### src/rtl/gpioPkg.sv
// GPIO register map package
// Register offset type and offsets of the control and status registers

package gpioPkg;

	// Register offset inside the block
	typedef logic [7:0] csrAdrs_t;

	//--------------------------------------------------------------------------
	// Register map
	//--------------------------------------------------------------------------
	// Output value, read/write
	localparam csrAdrs_t adrsOut = 8'h00;
	// Pin direction, 1 drives the pin
	localparam csrAdrs_t adrsDir = 8'h01;
	// Alternate function select per pin
	localparam csrAdrs_t adrsAlt = 8'h02;
	// Synchronized pin input, read only
	localparam csrAdrs_t adrsIn  = 8'h03;
	// Write one to set output bits, reads zero
	localparam csrAdrs_t adrsSet = 8'h04;
	// Write one to clear output bits, reads zero
	localparam csrAdrs_t adrsClr = 8'h05;

	// Offsets above adrsClr are unmapped

endpackage

### src/rtl/usiPkg.sv
// Slave bus package
// Bus word and field types, address word layout, command codes

package usiPkg;

	//--------------------------------------------------------------------------
	// Types
	//--------------------------------------------------------------------------
	// One bus word, address or data
	typedef logic [31:0] usiWord_t;
	// One 8-bit field of the address word
	typedef logic [7:0] usiField_t;

	//--------------------------------------------------------------------------
	// Address word layout, bits 15:8 unused
	//--------------------------------------------------------------------------
	localparam int blockMsb  = 31;
	localparam int blockLsb  = 24;
	localparam int activeMsb = 23;
	localparam int activeLsb = 16;
	localparam int offsetMsb = 7;
	localparam int offsetLsb = 0;

	// Command codes in the active field; anything else counts as idle
	localparam usiField_t cmdIdle  = 8'd0;
	localparam usiField_t cmdWrite = 8'd1;
	localparam usiField_t cmdRead  = 8'd2;

endpackage
### src/rtl/csrAccessIf.sv
// Decoded register access interface
// Write and read strobes, register offset, write data

`timescale 1ns/1ps

interface csrAccessIf;

	// One-cycle strobes, never both high
	logic write;
	logic read;
	// Register offset of the access
	gpioPkg::csrAdrs_t adrs;
	// Write data, full bus width
	usiPkg::usiWord_t wd;

	// Bus decode side
	modport decode (
		output write, read, adrs, wd
	);

	// Register file side
	modport csr (
		input write, read, adrs, wd
	);

endinterface

### src/rtl/gpioBlock.sv
// GPIO block top level
// Bus decode, register file and pin stage wired through the access interface

`timescale 1ns/1ps

module gpioBlock #(
	parameter usiPkg::usiField_t pBlockAdrs = 8'h01,
	parameter int                pGpioWidth = 16
)(
	// Clock and reset
	input  logic                  iSCLK,
	input  logic                  reset,
	// Slave bus
	input  usiPkg::usiWord_t      iSUsiAdrs,
	input  usiPkg::usiWord_t      iSUsiWd,
	output usiPkg::usiWord_t      oSUsiRd,
	// Pins
	input  logic [pGpioWidth-1:0] iGpioIn,
	input  logic [pGpioWidth-1:0] iGpioAltMode,
	output logic [pGpioWidth-1:0] oGpioR,
	output logic [pGpioWidth-1:0] oGpioDir
);

	// Register file to pin stage
	logic [pGpioWidth-1:0] outCtrl;
	logic [pGpioWidth-1:0] altSel;

	// Decoded access between stage one and two
	csrAccessIf accIf ();

	//--------------------------------------------------------------------------
	// Stages
	//--------------------------------------------------------------------------
	usiBlockDecode #(
		.pBlockAdrs (pBlockAdrs)
	) decode_i (
		.iSCLK     (iSCLK),
		.reset     (reset),
		.iSUsiAdrs (iSUsiAdrs),
		.iSUsiWd   (iSUsiWd),
		.acc       (accIf.decode)
	);

	gpioCsr #(
		.pGpioWidth (pGpioWidth)
	) csr_i (
		.iSCLK    (iSCLK),
		.reset    (reset),
		.acc      (accIf.csr),
		.iGpioIn  (iGpioIn),
		.outCtrl  (outCtrl),
		.altSel   (altSel),
		.oGpioDir (oGpioDir),
		.oSUsiRd  (oSUsiRd)
	);

	gpioPinStage #(
		.pGpioWidth (pGpioWidth)
	) pin_i (
		.iSCLK        (iSCLK),
		.reset        (reset),
		.outCtrl      (outCtrl),
		.altSel       (altSel),
		.iGpioAltMode (iGpioAltMode),
		.oGpioR       (oGpioR)
	);

endmodule

### src/rtl/gpioCsr.sv
// GPIO register file stage
// Output, direction and alternate registers, input synchronizer, read data

`timescale 1ns/1ps

module gpioCsr #(
	parameter int pGpioWidth = 16
)(
	input  logic                  iSCLK,
	input  logic                  reset,
	csrAccessIf.csr               acc,
	input  logic [pGpioWidth-1:0] iGpioIn,
	output logic [pGpioWidth-1:0] outCtrl,
	output logic [pGpioWidth-1:0] altSel,
	output logic [pGpioWidth-1:0] oGpioDir,
	output usiPkg::usiWord_t      oSUsiRd
);

	// One bit per pin
	typedef logic [pGpioWidth-1:0] pinVec_t;

	pinVec_t          outReg;
	pinVec_t          dirReg;
	pinVec_t          altReg;
	pinVec_t          wdPins;
	pinVec_t          inSync1;
	pinVec_t          inSync2;
	pinVec_t          inReg;
	pinVec_t          rdPins;
	usiPkg::usiWord_t rdReg;

	// Upper data bits beyond the pin count are dropped
	assign wdPins = acc.wd[pGpioWidth-1:0];

	//--------------------------------------------------------------------------
	// Control registers
	//--------------------------------------------------------------------------
	always_ff @(posedge iSCLK)
	begin
		if (reset)
		begin
			outReg <= '0;
			dirReg <= '0;
			altReg <= '0;
		end
		else if (acc.write)
		begin
			case (acc.adrs)
				gpioPkg::adrsOut: outReg <= wdPins;
				gpioPkg::adrsDir: dirReg <= wdPins;
				gpioPkg::adrsAlt: altReg <= wdPins;
				// Bitwise modify of the output value
				gpioPkg::adrsSet: outReg <= outReg | wdPins;
				gpioPkg::adrsClr: outReg <= outReg & ~wdPins;
				default:          ;
			endcase
		end
	end

	// Two synchronizer flops, then the input register
	always_ff @(posedge iSCLK)
	begin
		if (reset)
		begin
			inSync1 <= '0;
			inSync2 <= '0;
			inReg   <= '0;
		end
		else
		begin
			inSync1 <= iGpioIn;
			inSync2 <= inSync1;
			inReg   <= inSync2;
		end
	end

	//--------------------------------------------------------------------------
	// Read path
	//--------------------------------------------------------------------------
	// Zero for idle, set/clear and unmapped offsets
	always_comb
	begin
		rdPins = '0;
		if (acc.read)
		begin
			case (acc.adrs)
				gpioPkg::adrsOut: rdPins = outReg;
				gpioPkg::adrsDir: rdPins = dirReg;
				gpioPkg::adrsAlt: rdPins = altReg;
				gpioPkg::adrsIn:  rdPins = inReg;
				default:          rdPins = '0;
			endcase
		end
	end

	// Held one cycle, zero otherwise so slaves can be ORed
	always_ff @(posedge iSCLK)
	begin
		if (reset)
			rdReg <= '0;
		else
			rdReg <= usiPkg::usiWord_t'(rdPins);
	end

	assign outCtrl  = outReg;
	assign altSel   = altReg;
	assign oGpioDir = dirReg;
	assign oSUsiRd  = rdReg;

	// Bus stays quiet unless the decode stage issued a read
	assert property (@(posedge iSCLK) disable iff (reset) !$past(acc.read) |-> (oSUsiRd == '0));

endmodule

### src/rtl/gpioPinStage.sv
// GPIO pin stage
// Per-bit alternate function select and output pin register

`timescale 1ns/1ps

module gpioPinStage #(
	parameter int pGpioWidth = 16
)(
	input  logic                  iSCLK,
	input  logic                  reset,
	input  logic [pGpioWidth-1:0] outCtrl,
	input  logic [pGpioWidth-1:0] altSel,
	input  logic [pGpioWidth-1:0] iGpioAltMode,
	output logic [pGpioWidth-1:0] oGpioR
);

	logic [pGpioWidth-1:0] pinNext;

	//--------------------------------------------------------------------------
	// Pin source select
	//--------------------------------------------------------------------------
	// Alternate source where selected, else software value
	always_comb
	begin
		for (int i = 0; i < pGpioWidth; i++)
		begin
			pinNext[i] = altSel[i] ? iGpioAltMode[i] : outCtrl[i];
		end
	end

	// Output pin register
	always_ff @(posedge iSCLK)
	begin
		if (reset)
			oGpioR <= '0;
		else
			oGpioR <= pinNext;
	end

	// Software-owned pins lag outCtrl by one edge
	assert property (@(posedge iSCLK) disable iff (reset)
		1'b1 |=> (((oGpioR ^ $past(outCtrl)) & ~$past(altSel)) == '0));

endmodule

### src/rtl/usiBlockDecode.sv
// Bus decode stage
// Block address match, command decode, registered access

`timescale 1ns/1ps

module usiBlockDecode #(
	parameter usiPkg::usiField_t pBlockAdrs = 8'h01
)(
	input  logic             iSCLK,
	input  logic             reset,
	input  usiPkg::usiWord_t iSUsiAdrs,
	input  usiPkg::usiWord_t iSUsiWd,
	csrAccessIf.decode       acc
);

	//--------------------------------------------------------------------------
	// Address word fields
	//--------------------------------------------------------------------------
	usiPkg::usiField_t blockField;
	usiPkg::usiField_t activeField;
	gpioPkg::csrAdrs_t offsetField;
	logic              blockHit;

	assign blockField  = iSUsiAdrs[usiPkg::blockMsb:usiPkg::blockLsb];
	assign activeField = iSUsiAdrs[usiPkg::activeMsb:usiPkg::activeLsb];
	assign offsetField = iSUsiAdrs[usiPkg::offsetMsb:usiPkg::offsetLsb];
	// Only our own block address
	assign blockHit    = (blockField == pBlockAdrs);

	// Registered access towards the register file
	always_ff @(posedge iSCLK)
	begin
		if (reset)
		begin
			acc.write <= 1'b0;
			acc.read  <= 1'b0;
			acc.adrs  <= '0;
			acc.wd    <= '0;
		end
		else
		begin
			// Foreign blocks and unknown codes give no strobe
			acc.write <= blockHit && (activeField == usiPkg::cmdWrite);
			acc.read  <= blockHit && (activeField == usiPkg::cmdRead);
			// Offset and data captured next to the strobes
			acc.adrs  <= offsetField;
			acc.wd    <= iSUsiWd;
		end
	end

	// One command per cycle reaches the register file
	assert property (@(posedge iSCLK) disable iff (reset) !(acc.write && acc.read));

endmodule

### config.mk
export PLATFORM = sky130hd
export DESIGN_NAME = gpioBlock
export DESIGN_NICKNAME = d
export VERILOG_FILES = /design/src/rtl/gpioPkg.sv /design/src/rtl/usiPkg.sv /design/src/rtl/csrAccessIf.sv /design/src/rtl/gpioBlock.sv /design/src/rtl/gpioCsr.sv /design/src/rtl/gpioPinStage.sv /design/src/rtl/usiBlockDecode.sv
export SDC_FILE = /design/constraint.sdc
export NUM_CORES = 1
export LEC_CHECK = 0
export ABC_CLOCK_PERIOD_IN_PS = 2440
export BUFFER_PORTS_ARGS = -buffer_cell sky130_fd_sc_hd__buf_2
export CAP_MARGIN = 20
export CORE_MARGIN = 2
export CORE_UTILIZATION = 51
export CTS_CLUSTER_SIZE = 10
export DETAILED_ROUTE_END_ITERATION = 16
export PLACE_DENSITY = 0.84
export SKIP_LAST_GASP = 1
export SLEW_MARGIN = 20
export SYNTH_ARGS = -nofsm -noshare
export SYNTH_HDL_FRONTEND = slang
export SYNTH_SLANG_ARGS = --single-unit
### constraint.sdc
create_clock -name iSCLK -period 2.44 [get_ports iSCLK]
set_input_delay 0.366 -clock iSCLK [delete_from_list [all_inputs] [get_ports iSCLK]]
set_output_delay 0.366 -clock iSCLK [all_outputs]
set_load 0.01 [all_outputs]
== Yosys cells after proc, flatten, opt, wreduce, memory -nomap -nowiden ==
Index checks and enable logic that the tools add are counted.

* Reductions and logical operators: 8
* Bitwise gates (word level): 4
* Eq/ne operators: 8
* Muxes and demuxes: 18

{| class="wikitable"
|+ Operators by type and width
! kind !! count
|-
| case mux 16 bit (4 select lines) || 1
|-
| case mux 16 bit (3 select lines) || 1
|-
| equality test 8 x 1 -> 1 bit (second input constant) || 3
|-
| equality test 8 x 2 -> 1 bit (second input constant) || 3
|-
| bitwise AND 16 bit || 1
|-
| equality test 8 x 3 -> 1 bit (second input constant) || 2
|-
| 2-to-1 mux 1 bit || 16
|-
| NOT 16 bit || 1
|-
| OR 16 bit || 1
|-
| logical NOT 8 bit || 1
|-
| AND reduction 2 bit || 3
|-
| nonzero test 3 bit || 1
|-
| logical AND 1 bit || 2
|-
| OR reduction 2 bit || 1
|-
| NOT 1 bit || 1
|}

* Input bits: 98
* Bits in registers: 170
* Output and inout bits: 64

== Logic depth before layout (Yosys ltp) ==
Gate-level depths: netlist of the first run.

* Word-level depth: 3
* Mapped depth: 7
* Gate-level depth less buffers: 4

== Cells and area by module ==
From an unflattened synthesis of the first run, not the netlist that was laid out.

* Cell total of the unflattened synthesis: 526
* Area total of the unflattened synthesis: 6113.4 µm²

{| class="wikitable"
|+ By module, submodules not included
! module !! seq. area each (µm²) !! area an instance (µm²) !! instances !! cells an instance
|-
| gpioCsr || 2242.2 || 4324.1 || 1 || 383
|-
| usiBlockDecode || 840.8 || 1182.4 || 1 || 93
|-
| gpioPinStage || 320.3 || 606.8 || 1 || 50
|}

== Worst setup path before layout of the first run ==
No wires, ideal clock.

* Path type: reg-to-reg
* Start: reg decode_i.acc.adrs[3]
* End: reg csr_i.altReg[14] (netlist: csr_i.altSel[14])
* Arrival time: 1686 ps
* Library setup time: 115 ps
* Cell stages (with the launch flop): 7
* Buffers on the path: 2
* Setup slack: 638 ps
* Clock period less this slack: 1802 ps
* Cells stage by stage: dfxtp_1 > or4_4 > or4_1 > buf_2 > buf_6 > nand3b_2 > o21ai_2

* Longest elaborated chain between the ends: 2

{| class="wikitable"
|+ RTL lines
! what !! RTL line !! RTL
|-
| start: declaration || csrAccessIf.sv:18 || <nowiki>output write, read, adrs, wd</nowiki>
|-
| start signal: assignment || usiBlockDecode.sv:46 || <nowiki>acc.adrs <= offsetField;</nowiki>
|-
| equality test 8 x 2 -> 1 bit || gpioCsr.sv:48 || <nowiki>case (acc.adrs)</nowiki>
|-
| AND reduction 2 bit (no line) || -- ||
|-
| end signal: assignment || gpioCsr.sv:51 || <nowiki>gpioPkg::adrsAlt: altReg <= wdPins;</nowiki>
|-
| end: declaration || gpioCsr.sv:24 || <nowiki>pinVec_t altReg;</nowiki>
|}

Every way passes these cells.
A chain may end at the register's enable or synchronous reset.

== Final worst setup path of the first run ==
* Start: reg decode_i.acc.adrs[3]
* End: reg csr_i.altReg[15] (netlist: csr_i.altSel[15])

The elaborated chain is that of the path after synthesis.

==> results of run 1 <==
-- stage by stage --
stage	util, %	hold WS (ps)	area (µm²)
2_1_floorplan	-	414	5700
3_3_place_gp	58.2	417	6310
3_5_place_dp	58.2	420	6310
4_1_cts	63.8	27.6	6920
5_1_grt	63.8	28.6	6920
6_report	63.8	43.2	6920
-- where the power goes --
group	switching (µW)	leakage [µW]	internal (µW)	total (µW)
logic	112	0.00140	115	227
registers	18.2	0.00126	2570	2590
clock network	950	0.000281	1630	2580
total	1080	0.00294	4310	5390
-- synth_stat cells --
library cell | count | area (µm²)
nor4b_1 | 1 | 8.76
nand4b_1 | 1 | 8.76
nor2b_1 | 105 | 657
mux4_2 | 16 | 360
nand2_1 | 1 | 3.75
o21ai_2 | 16 | 140
buf_6 | 3 | 33.8
clkbuf_1 | 21 | 78.8
nand4bb_1 | 1 | 11.3
nand4_1 | 1 | 6.26
conb_1 | 1 | 3.75
nand3_2 | 1 | 10.0
or2b_2 | 4 | 35.0
or2_2 | 1 | 6.26
nor3_1 | 1 | 5.00
buf_2 | 5 | 25.0
clkbuf_8 | 1 | 13.8
nand3b_1 | 3 | 22.5
or4_4 | 1 | 11.3
mux2i_1 | 32 | 320
dfxtp_1 | 154 | 3080
or2b_1 | 5 | 37.5
nor3b_1 | 2 | 15.0
nand3b_2 | 14 | 158
buf_1 | 1 | 3.75
nor4_1 | 3 | 18.8
or4_1 | 1 | 7.51
nand2b_1 | 25 | 156
nor2_1 | 33 | 124
buf_4 | 16 | 120
o21ai_0 | 32 | 160
-- path summary, 6_finish.rpt --
| check | from | endpoint |
|---|---|---|
| worst min register to register | csr_i.inSync2[8] | csr_i.inReg[8] |
| worst max-delay path | decode_i.acc.adrs[3] | csr_i.altSel[15] |
| worst min-delay path | iGpioIn[13] | csr_i.inSync1[13] |
| worst max register to register | decode_i.acc.adrs[3] | csr_i.altSel[15] |
-- placed cells by master (no fill, tap or decap) --
master / count
clkinv_2: 2
nor3b_1: 2
clkbuf_8: 4
diode_2: 1
o21ai_0: 32
or2_2: 1
nand4b_1: 1
buf_2: 120
bufinv_16: 3
or2b_2: 4
nand3_2: 1
dfxtp_1: 154
buf_12: 2
o21ai_2: 16
conb_1: 16
nor2_1: 33
nand4bb_1: 1
nand4_1: 1
nand3b_1: 3
nand3b_2: 14
mux4_2: 16
nor4b_1: 1
mux2i_1: 32
clkbuf_1: 4
buf_4: 9
nand2b_1: 25
nor3_1: 1
nand2_1: 1
dlygate4sd3_1: 2
or2b_1: 5
nor4_1: 3
clkbuf_16: 16
nor2b_1: 105
clkinvlp_4: 2
or4_4: 1
or4_2: 1
-- cell families after synthesis --
family / synth area share (%)
compound gates: 5.32
buf+inv: 4.88
flops: 54.6
mux: 12.1
simple gates: 23.1
other cells: 0.0664
-- flip-flops by register name, summed over array words and instances (netlist names) --
name / cells
csr_i.altSel: 16
csr_i.inReg: 16
csr_i.inSync1: 16
csr_i.inSync2: 16
csr_i.oGpioDir: 16
csr_i.oSUsiRd: 16
csr_i.outCtrl: 16
decode_i.acc.adrs: 8
decode_i.acc.read: 1
decode_i.acc.wd: 16
decode_i.acc.write: 1
pin_i.oGpioR: 16
-- layer usage --
| layer | up-vias | part of all wire [%] | track usage (%) |
|---|---|---|---|
| met5 | - | 0 | 0 |
| met4 | 0 | 1.8 | 8.14 |
| met3 | 21 | 6.0 | 6.16 |
| met2 | 124 | 49 | 35.4 |
| met1 | 1822 | 43 | 24.5 |
| li1 | 1875 | - | - |
-- final cells by class --
class | count | share of cell area [%]
repair buffers | 133 | 10.5
clock buffers | 24 | 6.80
diodes | 1 | 0.0362
clock inverters | 7 | 1.66
well taps | 140 | 2.53
multi-input cells | 316 | 33.9
flip-flops and latches | 154 | 44.6
-- timing repair --
item / in CTS / in global routing
endpoints found under the hold margin: 2 / 0
hold buffers: 2 / 0
endpoints found under the setup margin: 0 / 0
==> flow_metrics.py, run 1 <==
metrics = {
    "timing": {
        "finalHoldViolations": 0,
        "setup_viol": 0,
        "worst_pin_slew_ps": 785,
        "slew_headroom_pct": 47.7,
        "fmax_ghz": 0.496,
        "drv_slew": 0,
        "rsz0062_at_grt": "no",
        "min_period_over_period_pct": 82.7,
        "skew_ps": 3.94,
        "fin_tns_setup_ps": 0,
        "post-route-min-period_ps": 2020,
        "fin_ws_ps": 422,
    },
    "critical_path": {
        "cp_data_arrival_time_ps": 2440,
        "cp.depth": 5,
        "crit_type": "flip-flop to flip-flop",
        "crit_family": "simple AND/OR/NAND/NOR gates",
        "critPathMaxStageDelay_ps": 660,
        "crit_buf_inv": 1,
        "crit_path_start_kind": "flip-flop",
        "critPathCaptureType": "flip-flop",
        "crit_chain": "or4_4 > or4_2 > buf_12 > nand3b_1 > o21ai_2",
        "rrSetupSlack_ps": 420,
        "rr_worst_depth": 5,
        "crit_fanout": 32,
        "worstPathRequired_ps": 2860,
        "cpMaxStageDelayCell": "or4_2",
    },
    "logic_synthesis": {
        "syn_inst": 502,
        "netlist_area_mm2": 0.00565,
        "ys_warn_count": 0,
        "synth_cell_types": 31,
        "ys_ff_latch": 154,
        "yosysSeqAreaShare_pct": 54.6,
        "avgSynthCellArea_um2": 11.2,
    },
    "pwr": {
        "fin_total_pwr_uw": 5390,
        "ir_drop_v": 0.000414,
        "power.leakage_uw": 0.00294,
        "cellPowerDensity_mw_per_mm2": 780,
    },
    "die": {
        "dieHeight_um": 109,
        "fp.dieW_um": 109,
        "die_area_mm2": 0.0119,
        "start_util_pct": 52.1,
        "ios": 162,
        "rows": 38,
        "core_mm2": 0.0108,
    },
    "clock_network": {
        "cts_inserted_buffers": 17,
        "cts.repair.resized": 0,
        "clk_path_buf_depth": 2,
        "numClockSinks": 154,
        "post-cts-setup-buffers": 0,
        "clkLatencyLatePin_ps": 530,
        "cts_tree": "built",
        "cts-root-buf": "clkbuf_8",
        "htree_levels": 4,
        "clkTransAtPathRegs_ps": 60,
    },
    "place": {
        "port-buffer-count": 121,
        "post-dp-hpwl_um": 7390,
        "gp_congestion": 0.839,
        "placedCellCount": 741,
        "dpl_worst_slack_ps": 423,
    },
    "cells_and_area": {
        "final_net_count": 720,
        "drive_gt1_share_pct": 33.4,
        "area_growth_pct": 22.6,
        "fillers": 855,
        "area.sequential_mm2": 0.00308,
        "layout.cells.non_filler": 775,
        "multiInputGateArea_mm2": 0.00234,
    },
    "drt": {
        "drt_iter0_markers": 132,
        "avgViaCountPerCell": 4.96,
        "wl_per_cell_um": 15.0,
        "drtAntennaViolNets": 0,
        "wl_um": 11700,
        "first_pass_iters": 4,
        "vias": 3842,
        "route.detailed.drc": 0,
    },
    "run": {
        "maxCapViolations": 0,
    },
    "grt": {
        "grt_antenna_before_repair": 1,
        "grt_pass1_wl_um": 18500,
        "grt_max_degree": 88,
        "grtUsageTotal_pct": 20.7,
        "grt_remaining_overflow": 0,
        "grt_pass1_vias": 3821,
    },
    "hold_path": {
        "min_path_type": "primary input to flip-flop",
        "whs_path_depth": 2,
    },
    "run_status": {
        "status": "completed",
    },
}
Note: power is estimated with default switching activity, not from simulation.
==> run 2: changes to the inputs <==
--- a/config.mk
+++ b/config.mk
@@ -5,7 +5,7 @@
 export SDC_FILE = /design/constraint.sdc
 export NUM_CORES = 1
 export LEC_CHECK = 0
-export ABC_CLOCK_PERIOD_IN_PS = 2440
+export ABC_CLOCK_PERIOD_IN_PS = 1930
 export BUFFER_PORTS_ARGS = -buffer_cell sky130_fd_sc_hd__buf_2
 export CAP_MARGIN = 20
 export CORE_MARGIN = 2
==> constraint.sdc (replaced) <==
create_clock -name iSCLK -period 1.93 [get_ports iSCLK]
set_input_delay 0.2895 -clock iSCLK [delete_from_list [all_inputs] [get_ports iSCLK]]
set_output_delay 0.2895 -clock iSCLK [all_outputs]
set_load 0.01 [all_outputs]
==> run 2 against run 1 <==
Count of clock-buffer cells in the layout shrank 3. Worst hold slack got worse by 32 ps. Wire length up 4.1%. Fmax increased by 9.8%. Via count rose by 4.8%. Sequential share of layout area decreased by 3.1 points. Critical path type unchanged. Largest power group is now clock.
==> flow_metrics.py, run 2 (same netlist as run 1, synthesis figures left out) <==
metrics = {
    "critical_path": {
        "crit_family": "simple AND/OR/NAND/NOR gates",
        "rrSetupSlack_ps": 90,
        "rr_worst_depth": 5,
        "cp_data_arrival_time_ps": 2250,
        "crit_fanout": 22,
        "crit_path_start_kind": "flip-flop",
        "critPathMaxStageDelay_ps": 530,
        "crit_chain": "or4_4 > or4_4 > buf_12 > nand3b_2 > o21ai_2",
        "worst_path_most_repeated_cell": "or4_4",
        "worstPathRequired_ps": 2340,
        "crit_type": "flip-flop to flip-flop",
        "critPathCaptureType": "flip-flop",
        "regToRegStartpoint": "decode_i.acc.adrs[3]",
        "crit_buf_inv": 1,
        "r2r-end": "csr_i.altSel[13]",
        "cpMaxStageDelayCell": "or4_4",
    },
    "clock_network": {
        "cts-root-buf": "clkbuf_8",
        "cts_inserted_buffers": 17,
        "clkLatencyLatePin_ps": 520,
        "clk_path_buf_depth": 2,
        "htree_levels": 4,
        "post-cts-setup-buffers": 0,
        "clkTransAtPathRegs_ps": 60,
        "cts_tree": "built",
        "numClockSinks": 154,
    },
    "die": {
        "start_util_pct": 52.1,
        "die_area_mm2": 0.0119,
        "core_mm2": 0.0108,
        "ios": 162,
        "fp.dieW_um": 109,
        "rows": 38,
        "dieHeight_um": 109,
    },
    "grt": {
        "use_met2_pct": 35.1,
        "grt_pass1_vias": 3962,
        "grt_remaining_overflow": 0,
        "grt_pass1_wl_um": 19000,
        "busiest_layer": "met2",
        "grtUsageTotal_pct": 21.2,
        "grt_max_degree": 69,
        "grt_antenna_before_repair": 0,
        "grt_util_met1_pct": 26.2,
        "gr-usage-met3_pct": 5.98,
    },
    "pwr": {
        "cellPowerDensity_mw_per_mm2": 963,
        "power.leakage_uw": 0.00317,
        "ir_drop_v": 0.000482,
    },
    "hold_path": {
        "min_path_type": "primary input to flip-flop",
        "holdCritStartpoint": "iSUsiWd[8]",
        "whs_path_depth": 2,
        "hold_end": "decode_i.acc.wd[8]",
    },
    "timing": {
        "rsz0062_at_grt": "no",
        "fin_tns_setup_ps": 0,
        "finalHoldViolations": 0,
        "fmax_ghz": 0.544,
        "setup_viol": 0,
        "worst_pin_slew_ps": 534,
        "fin_ws_ps": 92.0,
        "min_period_over_period_pct": 95.2,
        "slew_headroom_pct": 64.4,
        "post-route-min-period_ps": 1840,
        "skew_ps": 6.88,
        "drv_slew": 0,
    },
    "cells_and_area": {
        "area_growth_pct": 31.8,
        "final_common_cell": "dfxtp_1",
        "diodes": 0,
        "final_cell_mix": "dfxtp_1 (154), buf_2 (120), nor2b_1 (105)",
        "fin_util_pct": 68.6,
        "drive_gt1_share_pct": 32.1,
        "final_net_count": 767,
    },
    "drt": {
        "drtAntennaViolNets": 0,
        "first_pass_iters": 5,
        "route.detailed.drc": 0,
        "drt_iter0_markers": 156,
        "vias": 4028,
        "wl_per_cell_um": 14.8,
        "avgViaCountPerCell": 4.90,
        "wl_um": 12100,
    },
    "place": {
        "gp_congestion": 0.790,
        "dpl_worst_slack_ps": -79.4,
        "post-dp-hpwl_um": 7500,
        "port-buffer-count": 121,
    },
    "run_status": {
        "status": "completed",
    },
    "run": {
        "maxCapViolations": 0,
    },
}
run 2: changes by cell type in the layout (fill, tap and decap cells not counted), sizes merged:
cell	change
dlygate4sd3	+43
buf	+4
clkbuf	-3
bufinv	+2
clkinv	+2
diode	-1
run 2: per-stage QoR:
stage	std cells	area [µm²]	hold WS, ps	power [µW]
global route	822	7440	4.12	7390
detailed placement	745	6340	421	3630
finish	822	7440	10.8	7160
floorplan	517	5700	365	3530
CTS	820	7420	1.32	7200
global placement	745	6340	418	3620
run 2: worst register-to-register path, cell delays in order (launching register included):
cell      delay [ps]
dfxtp_1          310
or4_4            530
or4_4            520
buf_12           190
nand3b_2         120
o21ai_2           50
run 2: worst max path at each step:
stage	endpoint	cells past startpoint	start	slack, ps
floorplan	csr_i.altSel[14]	6	decode_i.acc.adrs[3]	130
finish	csr_i.altSel[13]	5	decode_i.acc.adrs[3]	90
global placement	csr_i.altSel[0]	5	decode_i.acc.adrs[3]	-60
global route	csr_i.altSel[15]	5	decode_i.acc.adrs[3]	30
detailed placement	csr_i.altSel[0]	5	decode_i.acc.adrs[3]	-80
CTS	csr_i.altSel[13]	5	decode_i.acc.adrs[3]	100
run 2: where the power goes:
part,internal [µW],total [µW],switching [µW]
sequential,3250,3270,22.9
combinational,205,360,155
clock,2300,3540,1240
total,5750,7160,1410
run 2: area by class of cell:
cell class,count,area [µm²]
tap,140,175
clock inverter,11,193
sequential,154,3080
timing repair buffer,180,1190
multi-input combinational,316,2350
fill,782,3400
clock buffer,21,449
run 2: what timing repair did:
| action | in CTS | in global routing |
|---|---|---|
| endpoints found under the hold margin | 43 | 2 |
| gates resized for setup | 2 | 0 |
| endpoints found under the setup margin | 16 | 0 |
| hold buffers | 43 | 2 |
run 2: routing by layer:
metal  wire, µm  vias up  part of all wire, %
met3        639       21                  5.3
met2       6020      142                   50
met1       5300     1890                   44
met5          0        -                    0
li1           -     1975                    -
met4        182        0                  1.5
